[src/rtl/acq_defs.svh]
// ==============================
// Acquisition front end widths
// Sample, channel, gain shift and
// averaging depth for the design
// ==============================
`ifndef ACQ_DEFS_SVH
`define ACQ_DEFS_SVH

// Signed ADC sample width
`define SAMPLE_WIDTH 16

// Channels in use and the width of the tag that selects them
`define CHANNEL_COUNT 2
`define CHANNEL_WIDTH 1

// Gain is a left shift of 0 to 7 places
`define SHIFT_WIDTH 3

// Four samples are averaged per output
`define AVG_LOG2 2

`endif

[src/rtl/acq_pkg.sv]
// ==============================
// Acquisition front end types
// Vector types shared by the
// calibration and decimation path
// ==============================
`include "acq_defs.svh"

package acq_pkg;

    // One signed sample word
    typedef logic signed [`SAMPLE_WIDTH-1:0] sample_t;

    // Channel tag carried alongside every sample
    typedef logic [`CHANNEL_WIDTH-1:0] channel_t;

    // Gain expressed as a left shift amount
    typedef logic [`SHIFT_WIDTH-1:0] shift_t;

    // Holds the sum of a full averaging group without overflow
    typedef logic signed [`SAMPLE_WIDTH+`AVG_LOG2-1:0] accum_t;

    // Counts samples of one channel within its group
    typedef logic [`AVG_LOG2-1:0] count_t;

endpackage

[src/rtl/sample_stream_if.sv]
// ==============================
// Tagged sample stream
// Valid/ready handshake carrying
// a sample and its channel tag
// ==============================
`timescale 1ns/1ps

interface sample_stream_if
    import acq_pkg::*;
();

    // Payload of one transfer
    sample_t  data;
    channel_t channel;

    // Transfer happens on a rising edge with both high
    logic     valid;
    logic     ready;

    // The source holds its payload and valid until the transfer
    modport source (
        output data,
        output channel,
        output valid,
        input  ready
    );

    // The sink only answers with ready
    modport sink (
        input  data,
        input  channel,
        input  valid,
        output ready
    );

endinterface

[src/rtl/saturating_adder.sv]
// ==============================
// Saturating sample adder
// Signed add that clamps to the
// sample range on overflow
// ==============================
`timescale 1ns/1ps
`include "acq_defs.svh"

module saturating_adder
    import acq_pkg::*;
(
    input  sample_t a,
    input  sample_t b,
    output sample_t sum
);

    // Extremes of the signed sample range
    localparam sample_t SAMPLE_MAX = {1'b0, {(`SAMPLE_WIDTH-1){1'b1}}};
    localparam sample_t SAMPLE_MIN = {1'b1, {(`SAMPLE_WIDTH-1){1'b0}}};

    // One guard bit keeps the exact sum of two samples
    logic signed [`SAMPLE_WIDTH:0] wide_sum;

    assign wide_sum = {a[`SAMPLE_WIDTH-1], a} + {b[`SAMPLE_WIDTH-1], b};

    // The guard and sign bits differ only when the sum left the range
    // A clear guard bit then means the overflow went positive
    always_comb begin
        if (wide_sum[`SAMPLE_WIDTH] == wide_sum[`SAMPLE_WIDTH-1]) begin
            sum = wide_sum[`SAMPLE_WIDTH-1:0];
        end else if (!wide_sum[`SAMPLE_WIDTH]) begin
            sum = SAMPLE_MAX;
        end else begin
            sum = SAMPLE_MIN;
        end
    end

endmodule

[src/rtl/coefficient_bank.sv]
// ==============================
// Calibration coefficient bank
// Per-channel offset and shift,
// read by the tag of the stream
// ==============================
`timescale 1ns/1ps
`include "acq_defs.svh"

module coefficient_bank
    import acq_pkg::*;
(
    input  logic     clock,
    input  logic     arst_n,
    input  logic     cfg_write,
    input  channel_t cfg_channel,
    input  logic     cfg_gain_select,
    input  sample_t  cfg_value,
    input  channel_t channel,
    output sample_t  offset,
    output shift_t   shift
);

    // One coefficient pair per channel
    sample_t offset_reg [`CHANNEL_COUNT];
    shift_t  shift_reg  [`CHANNEL_COUNT];

    // Coefficients come out of reset as an identity calibration
    // The gain select picks which register of the channel is written
    always_ff @(posedge clock or negedge arst_n) begin
        if (!arst_n) begin
            for (int i = 0; i < `CHANNEL_COUNT; i++) begin
                offset_reg[i] <= '0;
                shift_reg[i]  <= '0;
            end
        end else if (cfg_write) begin
            if (cfg_gain_select) begin
                // Only the low bits of the value form the shift amount
                shift_reg[cfg_channel] <= cfg_value[`SHIFT_WIDTH-1:0];
            end else begin
                offset_reg[cfg_channel] <= cfg_value;
            end
        end
    end

    // Combinational read for the sample currently at the input
    assign offset = offset_reg[channel];
    assign shift  = shift_reg[channel];

endmodule

[src/rtl/calibration.sv]
// ==============================
// Sample calibration stage
// Saturating offset then optional
// saturating gain shift, one
// registered stage on the stream
// ==============================
`timescale 1ns/1ps
`include "acq_defs.svh"

module calibration
    import acq_pkg::*;
(
    input  logic    clock,
    input  logic    arst_n,
    input  logic    flush,
    input  logic    gain_enable,
    input  sample_t offset,
    input  shift_t  shift,
    sample_stream_if.sink   in_stream,
    sample_stream_if.source out_stream
);

    // Wide enough to hold a sample shifted by the largest amount
    localparam int WIDE_WIDTH = `SAMPLE_WIDTH + (1 << `SHIFT_WIDTH) - 1;

    localparam sample_t SAMPLE_MAX = {1'b0, {(`SAMPLE_WIDTH-1){1'b1}}};
    localparam sample_t SAMPLE_MIN = {1'b1, {(`SAMPLE_WIDTH-1){1'b0}}};

    sample_t                      offset_sum;
    logic signed [WIDE_WIDTH-1:0] gain_wide;
    logic [WIDE_WIDTH-`SAMPLE_WIDTH:0] gain_upper;
    sample_t                      gain_sat;
    sample_t                      corrected;

    // Offset correction clamps before the gain is applied
    saturating_adder u_offset_adder (
        .a   (in_stream.data),
        .b   (offset),
        .sum (offset_sum)
    );

    // Exact shifted value, sign extended first so nothing is lost
    assign gain_wide  = WIDE_WIDTH'(offset_sum) <<< shift;

    // Sign bit of the sample and every bit above it
    assign gain_upper = gain_wide[WIDE_WIDTH-1:`SAMPLE_WIDTH-1];

    // The result fits when those bits all agree, otherwise clamp by sign
    always_comb begin
        if ((&gain_upper) || !(|gain_upper)) begin
            gain_sat = gain_wide[`SAMPLE_WIDTH-1:0];
        end else if (gain_wide[WIDE_WIDTH-1]) begin
            gain_sat = SAMPLE_MIN;
        end else begin
            gain_sat = SAMPLE_MAX;
        end
    end

    assign corrected = gain_enable ? gain_sat : offset_sum;

    // Accept when the stage is empty or its content leaves this cycle
    assign in_stream.ready = !out_stream.valid || out_stream.ready;

    // Valid follows the input whenever the stage can move
    always_ff @(posedge clock or negedge arst_n) begin
        if (!arst_n) begin
            out_stream.valid <= 1'b0;
        end else if (flush) begin
            out_stream.valid <= 1'b0;
        end else if (in_stream.ready) begin
            out_stream.valid <= in_stream.valid;
        end
    end

    // Payload loads only on a transfer and holds under back-pressure
    always_ff @(posedge clock) begin
        if (in_stream.valid && in_stream.ready) begin
            out_stream.data    <= corrected;
            out_stream.channel <= in_stream.channel;
        end
    end

endmodule

[src/rtl/decimating_averager.sv]
// ==============================
// Decimating averager
// Sums four samples per channel
// and emits their floor mean
// ==============================
`timescale 1ns/1ps
`include "acq_defs.svh"

module decimating_averager
    import acq_pkg::*;
(
    input  logic clock,
    input  logic arst_n,
    input  logic flush,
    sample_stream_if.sink   in_stream,
    sample_stream_if.source out_stream
);

    // Partial sums and sample counts, kept apart per channel
    accum_t accum_reg [`CHANNEL_COUNT];
    count_t count_reg [`CHANNEL_COUNT];

    logic    accept;
    logic    group_done;
    accum_t  sum_value;
    sample_t mean_value;

    // A new sample is taken unless a mean is stuck at the output
    assign in_stream.ready = !out_stream.valid || out_stream.ready;
    assign accept          = in_stream.valid && in_stream.ready;

    // Running sum including the sample now at the input
    assign sum_value  = accum_reg[in_stream.channel] + accum_t'(in_stream.data);

    // The last sample of a group arrives when the count is all ones
    assign group_done = &count_reg[in_stream.channel];

    // Arithmetic shift divides by the group size, rounding down
    assign mean_value = sample_t'(sum_value >>> `AVG_LOG2);

    // Accumulator and counter update for the channel of the sample
    // A finished group restarts its accumulator at zero
    always_ff @(posedge clock or negedge arst_n) begin
        if (!arst_n) begin
            for (int i = 0; i < `CHANNEL_COUNT; i++) begin
                accum_reg[i] <= '0;
                count_reg[i] <= '0;
            end
        end else if (flush) begin
            for (int i = 0; i < `CHANNEL_COUNT; i++) begin
                accum_reg[i] <= '0;
                count_reg[i] <= '0;
            end
        end else if (accept) begin
            // Counter wraps to zero by itself after the last sample
            count_reg[in_stream.channel] <= count_reg[in_stream.channel] + 1'b1;
            accum_reg[in_stream.channel] <= group_done ? '0 : sum_value;
        end
    end

    // A new mean may replace one that is taken in the same cycle
    always_ff @(posedge clock or negedge arst_n) begin
        if (!arst_n) begin
            out_stream.valid <= 1'b0;
        end else if (flush) begin
            out_stream.valid <= 1'b0;
        end else if (accept && group_done) begin
            out_stream.valid <= 1'b1;
        end else if (out_stream.ready) begin
            out_stream.valid <= 1'b0;
        end
    end

    // Mean and its tag are captured with the last sample of the group
    always_ff @(posedge clock) begin
        if (accept && group_done) begin
            out_stream.data    <= mean_value;
            out_stream.channel <= in_stream.channel;
        end
    end

endmodule

[src/rtl/acquisition_frontend.sv]
// ==============================
// Acquisition front end top
// Calibrates a tagged sample
// stream and averages it by four
// ==============================
`timescale 1ns/1ps
`include "acq_defs.svh"

module acquisition_frontend
    import acq_pkg::*;
(
    input  logic     clock,
    input  logic     arst_n,
    input  logic     flush,
    input  logic     gain_enable,
    input  logic     cfg_write,
    input  channel_t cfg_channel,
    input  logic     cfg_gain_select,
    input  sample_t  cfg_value,
    input  sample_t  in_data,
    input  channel_t in_channel,
    input  logic     in_valid,
    output logic     in_ready,
    output sample_t  out_data,
    output channel_t out_channel,
    output logic     out_valid,
    input  logic     out_ready
);

    // Coefficients for the channel at the calibration input
    sample_t cal_offset;
    shift_t  cal_shift;

    // Raw input, calibrated samples and averaged output
    sample_stream_if raw_stream ();
    sample_stream_if cal_stream ();
    sample_stream_if avg_stream ();

    // Input ports drive the raw stream as its source
    assign raw_stream.data    = in_data;
    assign raw_stream.channel = in_channel;
    assign raw_stream.valid   = in_valid;
    assign in_ready           = raw_stream.ready;

    coefficient_bank u_coefficient_bank (
        .clock           (clock),
        .arst_n          (arst_n),
        .cfg_write       (cfg_write),
        .cfg_channel     (cfg_channel),
        .cfg_gain_select (cfg_gain_select),
        .cfg_value       (cfg_value),
        .channel         (raw_stream.channel),
        .offset          (cal_offset),
        .shift           (cal_shift)
    );

    calibration u_calibration (
        .clock       (clock),
        .arst_n      (arst_n),
        .flush       (flush),
        .gain_enable (gain_enable),
        .offset      (cal_offset),
        .shift       (cal_shift),
        .in_stream   (raw_stream.sink),
        .out_stream  (cal_stream.source)
    );

    decimating_averager u_decimating_averager (
        .clock      (clock),
        .arst_n     (arst_n),
        .flush      (flush),
        .in_stream  (cal_stream.sink),
        .out_stream (avg_stream.source)
    );

    // Averaged stream leaves through the output ports
    assign out_data         = avg_stream.data;
    assign out_channel      = avg_stream.channel;
    assign out_valid        = avg_stream.valid;
    assign avg_stream.ready = out_ready;

endmodule

[config.mk]
export PLATFORM = sky130hd
export DESIGN_NAME = acquisition_frontend
export DESIGN_NICKNAME = d
export VERILOG_FILES = /design/src/rtl/acq_pkg.sv /design/src/rtl/sample_stream_if.sv /design/src/rtl/saturating_adder.sv /design/src/rtl/coefficient_bank.sv /design/src/rtl/calibration.sv /design/src/rtl/decimating_averager.sv /design/src/rtl/acquisition_frontend.sv
export VERILOG_INCLUDE_DIRS = /design/src /design/src/rtl
export SDC_FILE = /design/constraint.sdc
export NUM_CORES = 1
export LEC_CHECK = 0
export BUFFER_PORTS_ARGS = -buffer_cell sky130_fd_sc_hd__clkbuf_2
export CAP_MARGIN = 10
export CORE_ASPECT_RATIO = 0.5
export CORE_MARGIN = 5
export CORE_UTILIZATION = 40
export CTS_BUF_LIST = sky130_fd_sc_hd__clkbuf_4 sky130_fd_sc_hd__clkbuf_8
export CTS_CLUSTER_DIAMETER = 150
export CTS_CLUSTER_SIZE = 8
export DETAILED_ROUTE_END_ITERATION = 10
export RECOVER_POWER = 50
export SLEW_MARGIN = 10
export SYNTH_ARGS = -nofsm -noshare
export SYNTH_HDL_FRONTEND = slang
export SYNTH_SLANG_ARGS = --single-unit
[constraint.sdc]
create_clock -name clock -period 5.2 [get_ports clock]
set_input_delay 0.52 -clock clock [delete_from_list [all_inputs] [get_ports clock]]
set_output_delay 0.52 -clock clock [all_outputs]
set_load 0.005 [all_outputs]
==> reports/results.txt, run 1 <==
Ys flop type: dfrtp_1
Syn_nets: 770
I/O pin cnt: 61
VDD IR max: 0.257 mV
Endpoint class of the critical path: flip-flop
Crit path DAT: 4.92 ns
Lkg Pwr: 3.60 nW
EDFF count, synth: 34
CP max stage cell: clkbuf_1
WP data required: 5.45 ns
Worst Hold Depth: 3
Die Area: 0.0215 mm²
Multi-input logic area: 0.00421 mm²
Register area share after synthesis: 40.8%
Clock slew at reported path FFs: 0.08 ns
Async SR Flop Fraction: 70.2%
Routed WL: 18300 µm
Clock share of power: 24.3%
Setup Skew: 0.0180 ns
Combinational power share: 45.0%
Root buf cell: clkbuf_8
Post-synthesis cell area: 0.00741 mm²
Share of cells above drive strength 1: 25.7%
RD Place Congestion: 0.919
CTS resizes: 0
DIE HEIGHT: 106 µm
Sequential cell area: 0.00302 mm²
Die width: 202 µm
Synth warn: 0
Routed WL per cell: 18.2 µm
Final-report setup violation count: 0
Vias in the first global route: 5583
CTS Buffer Depth: 2
Status: finished with violations
Avg Synthesized Cell Area: 10.7 µm²
Largest register FFs: 36
Fillers: 1755
Via Count: 5763
I/O Buffers: 60
Initial antenna violation count: 0
Setup Total Neg Slack: 0 ns
Final slew viol count: 83
Hold Fails Final Rpt: 0
Initial Util: 40.5%
DRT antenna net count: 0
Setup crit start: in_channel
Critical path class: in2reg
Syn Inst Count: 692
Failing checks: capacitance limit, slew limit
Hold buffers post-CTS: 0
Switching power: 1.48 mW
DRC errors left: 0
Post-route insts no fill: 1006
Detailed Place HPWL: 13600 µm
Nets: 831
Hold crit path type: in2reg
Max FO, Critical Path: 13
Largest net degree at the start of global routing: 51
TritonCTS buffer count: 17
P_int: 2.33 mW
Core footprint: 0.0183 mm²
Worst Setup Start Kind: input port
Sw Ratio: 38.9%
CP cell instances: clkbuf_1 -> buf_4 -> mux2_2 -> ha_1 -> or2_2 -> o31a_1 -> and3_2 -> o21ai_0 -> a31oi_2 -> inv_1 -> maj3_1 -> a221oi_1 -> a211oi_1 -> o311ai_1
CTS tree: built
Worst Tran Pin Value: 2.64 ns
Total gr overflow: 0
Max incr delay on CP: 0.47 ns
Fmax: 215 MHz
Clk sink count: 114
MaxCap Viol Count: 2
RR Startpoint: u_coefficient_bank.offset_reg[0]
# diodes: 0
Crit share post-route: 89.6%
First DRT Iteration DRCs: 284
Post-CTS Setup Bufs: 0
Mean number of vias per cell: 5.73
#FFs+latches synth: 114
First-pass GRT wire length: 30100 µm
Placed insts: 974
Row cnt: 35
Worst-Skew Late Latency: 0.44 ns
HP Start: in_valid
Final worst path period need: 4.66 ns
H-tree levels: 4
Synth-to-layout area growth: 13.3%
RSZ-0062 raised after global routing: no
PD cells: 453 mW/mm²
Max-slew headroom: -76.1%
Post-synthesis cell type count: 80
First-pass DRT Iterations: 5
Overall Global Routing Usage: 17.3%
Reg2Reg Depth: 12
Seq pwr share: 30.8%
-- layout by cell type (no fill, tap or decap), drive strengths merged, types with 16 or more instances in the layout --
master / instances
a211oi: 17
a21o: 18
a21oi: 33
a22o: 28
clkbuf: 81
dfrtp: 80
edfxtp: 34
ha: 34
inv: 17
mux2: 77
nand2: 45
nor2: 42
nor3: 16
o21ai: 22
-- cells in the mapped netlist (5+ instances only) --
cell type / count / area share (%)
or2_2: 8 / 0.68
a21o_1: 17 / 1.7
ha_1: 34 / 5.7
maj3_1: 8 / 1.1
a21oi_1: 31 / 2.1
edfxtp_1: 34 / 14
buf_2: 5 / 0.34
dfrtp_1: 80 / 27
a22o_1: 28 / 3.3
clkbuf_1: 21 / 1.1
nor3_1: 16 / 1.1
o211ai_1: 6 / 0.61
or3_1: 6 / 0.51
a31oi_1: 9 / 0.76
o21ai_0: 21 / 1.4
mux2i_1: 11 / 1.5
nand4_1: 9 / 0.76
xnor2_1: 14 / 1.7
o31ai_1: 7 / 0.71
mux2_2: 77 / 12
a211o_1: 5 / 0.59
a211oi_1: 15 / 1.5
and2_1: 5 / 0.42
and3_1: 6 / 0.51
xor2_1: 8 / 0.95
o21a_1: 9 / 0.91
nand2_1: 45 / 2.3
inv_1: 15 / 0.76
nand3_1: 14 / 0.95
nor2_1: 41 / 2.1
-- layer usage --
metal / share of wire (%) / global-route usage (%)
met1: 51 / 25.3
met2: 44 / 26.3
met3: 3.8 / 4.30
met4: 1.2 / 3.39
met5: 0 / 0
-- logic make-up after synthesis --
kind of cell	Yosys count	share of synthesized area (%)
and+or+nand+nor	174	11.6
adders and majority gates	44	7.36
AOI/OAI and AO/OA	203	21.5
buffers and inverters	46	2.67
xor gates and xnor gates	22	2.60
muxes	89	13.5
DFF	114	40.8
-- per-stage QoR --
step	cell area (µm²)	worst slack (ns)	power, mW	hold WS, ns	utilization (%)
after floorplan	7410	0.726	2.46	0.224	-
after CTS	8430	0.858	3.81	0.00878	46.0
after global placement	8000	0.422	2.87	0.460	43.7
final	8390	0.540	3.80	0.299	45.9
after detailed placement	8000	0.386	2.87	0.471	43.7
after global routing	8390	0.301	4.06	0.280	45.9
-- power groups by stage --
stage | sequential, mW | clock, mW | combinational [mW]
after floorplan | 1.16 | 0 | 1.31
after global placement | 1.19 | 0 | 1.68
after detailed placement | 1.19 | 0 | 1.68
after CTS | 1.17 | 0.948 | 1.69
after global routing | 1.18 | 0.991 | 1.89
final | 1.17 | 0.923 | 1.71
-- final timing paths --
path                                                  endpoint  slack (ns)
max in group asynchronous  u_decimating_averager.accum_reg[15]        1.40
setup / recovery              u_calibration.out_stream.data[7]        0.54
setup reg to reg              u_calibration.out_stream.data[5]        0.87
hold / removal                  u_calibration.out_stream.valid        0.30
min in group asynchronous   u_decimating_averager.accum_reg[3]        0.54
hold reg to reg            u_decimating_averager.accum_reg[17]        0.49
-- cell type report --
type	count	share of cell area (%)
Clock buffer	19	2.97
Clock inverter	13	2.19
Inverter	15	0.671
Multi-Input combinational cell	532	50.2
Sequential cell	114	36.0
Tap cell	240	3.58
Timing Repair Buffer	73	4.40
-- worst max-delay path: cells and delay by family --
family,cells,cell delay (ns)
AO/OA/AOI/OAI,6,1.55
buffers and inverters,3,1.17
adder cells (fa/ha/maj),2,0.89
AND/OR/NAND/NOR,2,0.42
multiplexers,1,0.36
(Power assumes the default switching activity.)
==> run 2: changes to the inputs <==
--- a/config.mk
+++ b/config.mk
@@ -8,7 +8,7 @@
 export LEC_CHECK = 0
 export BUFFER_PORTS_ARGS = -buffer_cell sky130_fd_sc_hd__clkbuf_2
 export CAP_MARGIN = 10
-export CORE_ASPECT_RATIO = 0.5
+export CORE_ASPECT_RATIO = 1.4
 export CORE_MARGIN = 5
 export CORE_UTILIZATION = 40
 export CTS_BUF_LIST = sky130_fd_sc_hd__clkbuf_4 sky130_fd_sc_hd__clkbuf_8
==> run 2 against run 1 <==
Compared with the run above: the run still ends with capacitance limit, slew limit left; global-route usage rose by 0.80 points; combinational power about the same; power down 2.2%; non-clock buffer count shrank 1; highest routed layer unchanged.
==> reports/results.txt, run 2 (synthesis gave the netlist of run 1 again) <==
First-pass GRT wire length: 31200 µm (was 30100 µm)
Max-slew headroom: -36.6% (was -76.1%)
PD cells: 445 mW/mm² (was 453 mW/mm²)
Nets: 830 (was 831)
Largest net degree at the start of global routing: 81 (was 51)
Total gr overflow: 0 (unchanged)
Largest register FFs: 36 (unchanged)
CP cell instances: clkbuf_1 -> mux2_2 -> ha_1 -> or3_1 -> nor3_1 -> nor4_1 -> or4b_2 -> a21oi_1 -> nor2_1 (was clkbuf_1 -> buf_4 -> mux2_2 -> ha_1 -> or2_2 -> o31a_1 -> and3_2 -> o21ai_0 -> a31oi_2 -> inv_1 -> maj3_1 -> a221oi_1 -> a211oi_1 -> o311ai_1)
RD Place Congestion: 0.993 (was 0.919)
Combinational power share: 46.5% (was 45.0%)
WP data required: 5.38 ns (was 5.45 ns)
TritonCTS buffer count: 17 (unchanged)
Clock share of power: 22.0% (was 24.3%)
Detailed Place HPWL: 14300 µm (was 13600 µm)
Most frequent cells in the layout: dfrtp_1 (80), mux2_2 (77), nand2_1 (45), clkbuf_2 (45), nor2_1 (41) (was dfrtp_1 (80), mux2_2 (77), nand2_1 (45))
Max FO, Critical Path: 15 (was 13)
Core footprint: 0.0184 mm² (was 0.0183 mm²)
I/O pin cnt: 61 (unchanged)
DIE HEIGHT: 171 µm (was 106 µm)
DRC errors left: 0 (unchanged)
Synth-to-layout area growth: 12.7% (was 13.3%)
Sequential cell area: 0.00302 mm² (unchanged)
Setup Skew: 0.0103 ns (was 0.0180 ns)
CTS resizes: 0 (unchanged)
Critical path class: reg2reg (was in2reg)
Final slew viol count: 81 (was 83)
MaxCap Viol Count: 1 (was 2)
Post-CTS Setup Bufs: 0 (unchanged)
Fillers: 1756 (was 1755)
Crit path DAT: 4.51 ns (was 4.92 ns)
CTS Buffer Depth: 2 (unchanged)
I/O Buffers: 60 (unchanged)
Hold Fails Final Rpt: 0 (unchanged)
P_int: 2.25 mW (was 2.33 mW)
Sw Ratio: 39.5% (was 38.9%)
Die Area: 0.0214 mm² (was 0.0215 mm²)
CTS tree: built (unchanged)
Endpoint class of the critical path: flip-flop (unchanged)
Switching power: 1.47 mW (was 1.48 mW)
Setup ws final: 0.869 ns (was 0.540 ns)
Routed WL per cell: 18.9 µm (was 18.2 µm)
Hold buffers post-CTS: 0 (unchanged)
Vias in the first global route: 6314 (was 5583)
First-pass DRT Iterations: 5 (unchanged)
Worst Tran Pin Value: 2.05 ns (was 2.64 ns)
Routed WL: 19100 µm (was 18300 µm)
Multi-input logic area: 0.00422 mm² (was 0.00421 mm²)
DRT antenna net count: 0 (unchanged)
Clock slew at reported path FFs: 0.07 ns (was 0.08 ns)
Via Count: 5964 (was 5763)
Clk sink count: 114 (unchanged)
Lkg Pwr: 3.59 nW (was 3.60 nW)
CP max stage cell: edfxtp_1 (was clkbuf_1)
Crit share post-route: 83.3% (was 89.6%)
VDD IR max: 0.178 mV (was 0.257 mV)
Fmax: 231 MHz (was 215 MHz)
Initial Util: 40.3% (was 40.5%)
Max incr delay on CP: 0.88 ns (was 0.47 ns)
Status: finished with violations (unchanged)
Placement Setup Slack: 0.427 ns (was 0.386 ns)
# diodes: 0 (unchanged)
Final Core Density: 45.4% (was 45.9%)
Setup Total Neg Slack: 0 ns (unchanged)
Overall Global Routing Usage: 18.1% (was 17.3%)
Failing checks: capacitance limit, slew limit (unchanged)
RSZ-0062 raised after global routing: no (unchanged)
Share of cells above drive strength 1: 26.0% (was 25.7%)
First DRT Iteration DRCs: 412 (was 284)
Final worst path period need: 4.33 ns (was 4.66 ns)
Initial antenna violation count: 0 (unchanged)
Seq pwr share: 31.5% (was 30.8%)
Root buf cell: clkbuf_8 (unchanged)
Most common cell after layout, fill and taps aside: dfrtp_1 (unchanged)
Hold crit path type: in2reg (unchanged)
Row cnt: 59 (was 35)
Mean number of vias per cell: 5.91 (was 5.73)
Final-report setup violation count: 0 (unchanged)
Worst-Skew Late Latency: 0.44 ns (about the same)
Die width: 125 µm (was 202 µm)
Worst Setup Start Kind: flip-flop (was input port)
H-tree levels: 4 (unchanged)
==> run 2: cell count changes in the layout (fill, tap and decap cells not counted), sizes merged <==
cell / before / now
buf: 11 / 10
clkinvlp: 4 / 3
inv: 17 / 15
bufinv: 4 / 2
clkbuf: 81 / 83
clkinv: 3 / 6
==> run 2: worst paths after layout <==
kind                       slack (ns)                                   endpoint                                 from  depth (start not counted)
setup reg to reg                 0.87  u_decimating_averager.out_stream.data[15]     u_calibration.out_stream.channel                          9
max in group asynchronous        3.31          u_coefficient_bank.offset_reg[20]                               arst_n                          1
setup / recovery                 0.87  u_decimating_averager.out_stream.data[15]     u_calibration.out_stream.channel                          9
min in group asynchronous        0.65     u_decimating_averager.out_stream.valid                               arst_n                          1
hold reg to reg                  0.48        u_decimating_averager.accum_reg[35]  u_decimating_averager.accum_reg[35]                          2
hold / removal                   0.30             u_calibration.out_stream.valid                             in_valid                          3
==> run 2: area by class of cell <==
cell class / count / share of cell area, %
clock buffers: 21 / 3.24
clock inverters: 11 / 1.36
inverters: 15 / 0.674
multi-input cells: 532 / 50.5
flip-flops and latches: 114 / 36.2
well taps: 244 / 3.66
repair buffers: 72 / 4.36
==> run 2: power groups by stage <==
stage / clock, mW / combinational, mW / sequential [mW]
6_report: 0.820 / 1.73 / 1.17
5_1_grt: 0.884 / 1.89 / 1.18
4_1_cts: 0.837 / 1.71 / 1.17
3_5_place_dp: 0 / 1.70 / 1.19
3_3_place_gp: 0 / 1.67 / 1.18
2_1_floorplan: 0 / 1.31 / 1.16
==> run 2: metrics by stage <==
| stage | hold WS (ns) | cells | power [mW] | cell area, µm² |
|---|---|---|---|---|
| 2_1_floorplan | 0.224 | 692 | 2.46 | 7410 |
| 3_3_place_gp | 0.460 | 977 | 2.85 | 8000 |
| 3_5_place_dp | 0.471 | 977 | 2.89 | 8000 |
| 4_1_cts | 0.283 | 1009 | 3.72 | 8380 |
| 5_1_grt | 0.285 | 1009 | 3.96 | 8350 |
| 6_report | 0.301 | 1009 | 3.72 | 8350 |
==> run 2: routing by layer <==
metal | track usage [%] | up-vias | part of all wire, %
met2 | 34.5 | 179 | 54
met1 | 18.6 | 2945 | 38
met3 | 4.25 | 51 | 4.4
li1 | - | 2789 | -
met5 | 0 | - | 0
met4 | 8.82 | 0 | 3.7
==> run 2: critical path: cells and delay by family (launching register included) <==
kind	cells	cell delay, ns
AOI/OAI and AO/OA	1	0.26
adders and majority gates	1	0.23
buffers and inverters	1	0.65
DFF	1	0.88
muxes	1	0.42
and+or+nand+nor	5	1.63
==> run 3: changes to the inputs <==
==> constraint.sdc (replaced) <==
create_clock -name clock -period 3.5 [get_ports clock]
set_input_delay 0.35 -clock clock [delete_from_list [all_inputs] [get_ports clock]]
set_output_delay 0.35 -clock clock [all_outputs]
set_load 0.005 [all_outputs]
==> run 3 against run 2 <==
Compared with the run above: critical endpoint is now u_calibration.out_stream.data[7]; maximum frequency increased by 19%; utilization increased by 6.1 points; largest cell class unchanged; critical path depth increased by 3; sequential share of layout area decreased by 4.3 points; first-iteration DRC count decreased by 31%; register-to-register slack got worse by 1.0 ns; the run ends with capacitance limit, slew limit, setup timing left; critical path type unchanged; final area increased by 13%; clock power increased by 34%; routed wire length increased by 9.8%; combinational power increased by 97%; final cell count increased by 11%; highest routed layer unchanged; non-clock buffer count increased by 107.
==> reports/results.txt, run 3 (synthesis gave the netlist of run 1 again) <==
Die width: 125 µm (unchanged)
# diodes: 0 (unchanged)
Setup slack, reg-to-reg: -0.15 ns (was 0.87 ns)
Final slew viol count: 81 (unchanged)
WP buf/inv: 1 (unchanged)
Busiest grt layer: met2 (unchanged)
DRT antenna net count: 0 (unchanged)
Hold crit path type: in2reg (unchanged)
Crit path DAT: 3.91 ns (was 4.51 ns)
WHS Endpoint: u_calibration.out_stream.valid (unchanged)
Setup ws final: -0.151 ns (was 0.869 ns)
Die Area: 0.0214 mm² (unchanged)
Setup crit start: u_coefficient_bank.offset_reg[2] (was u_calibration.out_stream.channel)
CP max stage cell: or3_1 (was edfxtp_1)
Largest register FFs: 36 (unchanged)
TritonCTS buffer count: 17 (unchanged)
Max incr delay on CP: 0.41 ns (was 0.88 ns)
HP Start: in_valid (unchanged)
Mean number of vias per cell: 5.64 (was 5.91)
Failing checks: capacitance limit, slew limit, setup timing (was capacitance limit, slew limit)
Reg-to-reg endpoint: u_calibration.out_stream.data[7] (was u_decimating_averager.out_stream.data[15])
WP data required: 3.76 ns (was 5.38 ns)
Worst-Skew Late Latency: 0.45 ns (was 0.44 ns)
I/O pin cnt: 61 (unchanged)
GRT met3 Usage: 3.97% (was 4.25%)
Multi-input logic area: 0.00448 mm² (was 0.00422 mm²)
First-pass DRT Iterations: 5 (unchanged)
Status: finished with violations (unchanged)
First-pass GRT wire length: 34300 µm (was 31200 µm)
CTS tree: built (unchanged)
Worst Tran Pin Value: 2.02 ns (was 2.05 ns)
MaxCap Viol Count: 1 (unchanged)
Post-route cell area: 0.00946 mm² (was 0.00835 mm²)
Root buf cell: clkbuf_8 (unchanged)
Overall Global Routing Usage: 20.0% (was 18.1%)
RD Place Congestion: 0.914 (was 0.993)
Total gr overflow: 0 (unchanged)
Hold buffers post-CTS: 0 (unchanged)
Sequential cell area: 0.00302 mm² (unchanged)
H-tree levels: 4 (unchanged)
Clk sink count: 114 (unchanged)
Nets: 937 (was 830)
Setup Skew: 0.0168 ns (was 0.0103 ns)
Most common cell after layout, fill and taps aside: buf_4 (was dfrtp_1)
Lkg Pwr: 4.19 nW (was 3.59 nW)
Fmax: 274 MHz (was 231 MHz)
CP cell instances: mux2_2 -> ha_1 -> o21a_2 -> a211oi_2 -> or3_1 -> and3_1 -> or3_1 -> a31oi_2 -> nand4_1 -> a311o_1 -> buf_12 -> o311ai_2 (was clkbuf_1 -> mux2_2 -> ha_1 -> or3_1 -> nor3_1 -> nor4_1 -> or4b_2 -> a21oi_1 -> nor2_1)
VDD IR max: 0.260 mV (was 0.178 mV)
Core footprint: 0.0184 mm² (unchanged)
Final worst path period need: 3.65 ns (was 4.33 ns)
Synth-to-layout area growth: 27.7% (was 12.7%)
I/O Buffers: 60 (unchanged)
Critical path class: reg2reg (unchanged)
First DRT Iteration DRCs: 284 (was 412)
RSZ-0062 raised after global routing: yes (was no)
Detailed Place HPWL: 16400 µm (was 14300 µm)
Routed WL: 20900 µm (was 19100 µm)
Row cnt: 59 (unchanged)
Worst Setup Start Kind: flip-flop (unchanged)
Final-report setup violation count: 17 (was 0)
Setup Total Neg Slack: -1.67 ns (was 0 ns)
Initial antenna violation count: 0 (unchanged)
M2 GR Usage: 40.5% (was 34.5%)
CTS Buffer Depth: 2 (unchanged)
Placed Area: 0.00898 mm² (was 0.00800 mm²)
Via Count: 6294 (was 5964)
DIE HEIGHT: 171 µm (unchanged)
Crit-path leading delay family: compound AO/OA/AOI/OAI gates (was simple AND/OR/NAND/NOR gates)
Fillers: 1677 (was 1756)
Max-slew headroom: -34.4% (was -36.6%)
DRC errors left: 0 (unchanged)
Max FO, Critical Path: 11 (was 15)
Endpoint class of the critical path: flip-flop (unchanged)
Worst path most repeated cell: or3_1
Reg2Reg Depth: 12 (was 9)
Grt met1 use: 19.5% (was 18.6%)
Routed WL per cell: 18.8 µm (was 18.9 µm)
Hold Fails Final Rpt: 0 (unchanged)
Fin Hold WS: 0.133 ns (was 0.301 ns)
Clock slew at reported path FFs: 0.08 ns (was 0.07 ns)
RR Startpoint: u_coefficient_bank.offset_reg[2] (was u_calibration.out_stream.channel)
PD cells: 659 mW/mm² (was 445 mW/mm²)
Crit share post-route: 104% (was 83.3%)
Most frequent cells in the layout: buf_4 (110), dfrtp_1 (80), mux2_2 (71) (was dfrtp_1 (80), mux2_2 (77), nand2_1 (45), clkbuf_2 (45), nor2_1 (41))
Vias in the first global route: 6849 (was 6314)
Worst Hold Depth: 3 (unchanged)
Initial Util: 40.3% (unchanged)
Share of cells above drive strength 1: 40.0% (was 26.0%)
Largest net degree at the start of global routing: 81 (unchanged)
[run 3: layout make-up]
| type | count | area share [%] |
|---|---|---|
| inverters | 15 | 0.595 |
| flip-flops and latches | 114 | 31.9 |
| clock buffers | 17 | 2.47 |
| clock inverters | 15 | 1.14 |
| repair buffers | 179 | 13.3 |
| multi-input cells | 532 | 47.3 |
| well taps | 244 | 3.23 |
[run 3: through the flow]
| stage | utilization [%] | worst slack, ns | total power [mW] | cells |
|---|---|---|---|---|
| 2_1_floorplan | - | -0.196 | 3.77 | 692 |
| 3_3_place_gp | 48.8 | -0.533 | 4.94 | 1082 |
| 3_5_place_dp | 48.8 | -0.579 | 5.00 | 1082 |
| 4_1_cts | 51.3 | -0.139 | 6.21 | 1116 |
| 5_1_grt | 51.5 | -0.266 | 6.63 | 1116 |
| 6_report | 51.5 | -0.151 | 6.23 | 1116 |
[run 3: metal layers]
| layer | vias to the layer above | wire (µm) | part of all wire (%) |
|---|---|---|---|
| met5 | - | 0 | 0 |
| met3 | 47 | 696 | 3.3 |
| met2 | 150 | 11900 | 57 |
| met4 | 0 | 756 | 3.6 |
| met1 | 3093 | 7550 | 36 |
| li1 | 3004 | - | - |
[run 3: power breakdown]
| group | switching, mW | internal (mW) | total (mW) |
|---|---|---|---|
| sequential | 0.106 | 1.63 | 1.74 |
| clock | 0.611 | 0.491 | 1.10 |
| combinational | 1.77 | 1.62 | 3.40 |
[run 3: worst max path at each step]
stage,end,slack [ns],cells past startpoint
3_3_place_gp,u_calibration.out_stream.data[7],-0.53,14
6_report,u_calibration.out_stream.data[7],-0.15,12
4_1_cts,u_calibration.out_stream.data[13],-0.14,14
3_5_place_dp,u_calibration.out_stream.data[7],-0.58,15
2_1_floorplan,u_calibration.out_stream.data[9],-0.20,14
5_1_grt,u_calibration.out_stream.data[12],-0.27,14
[run 3: repair_timing]
item                       in CTS  in global routing
setup endpoints to repair      15                 25
buffers inserted                2                  0
pin swaps                       8                  4
gates resized for setup        23                 12
[run 3: worst min-delay path, cell delays in order]
cell and delay [ns]:
clkbuf_2 0.09, inv_1 0.05, a21oi_1 0.05
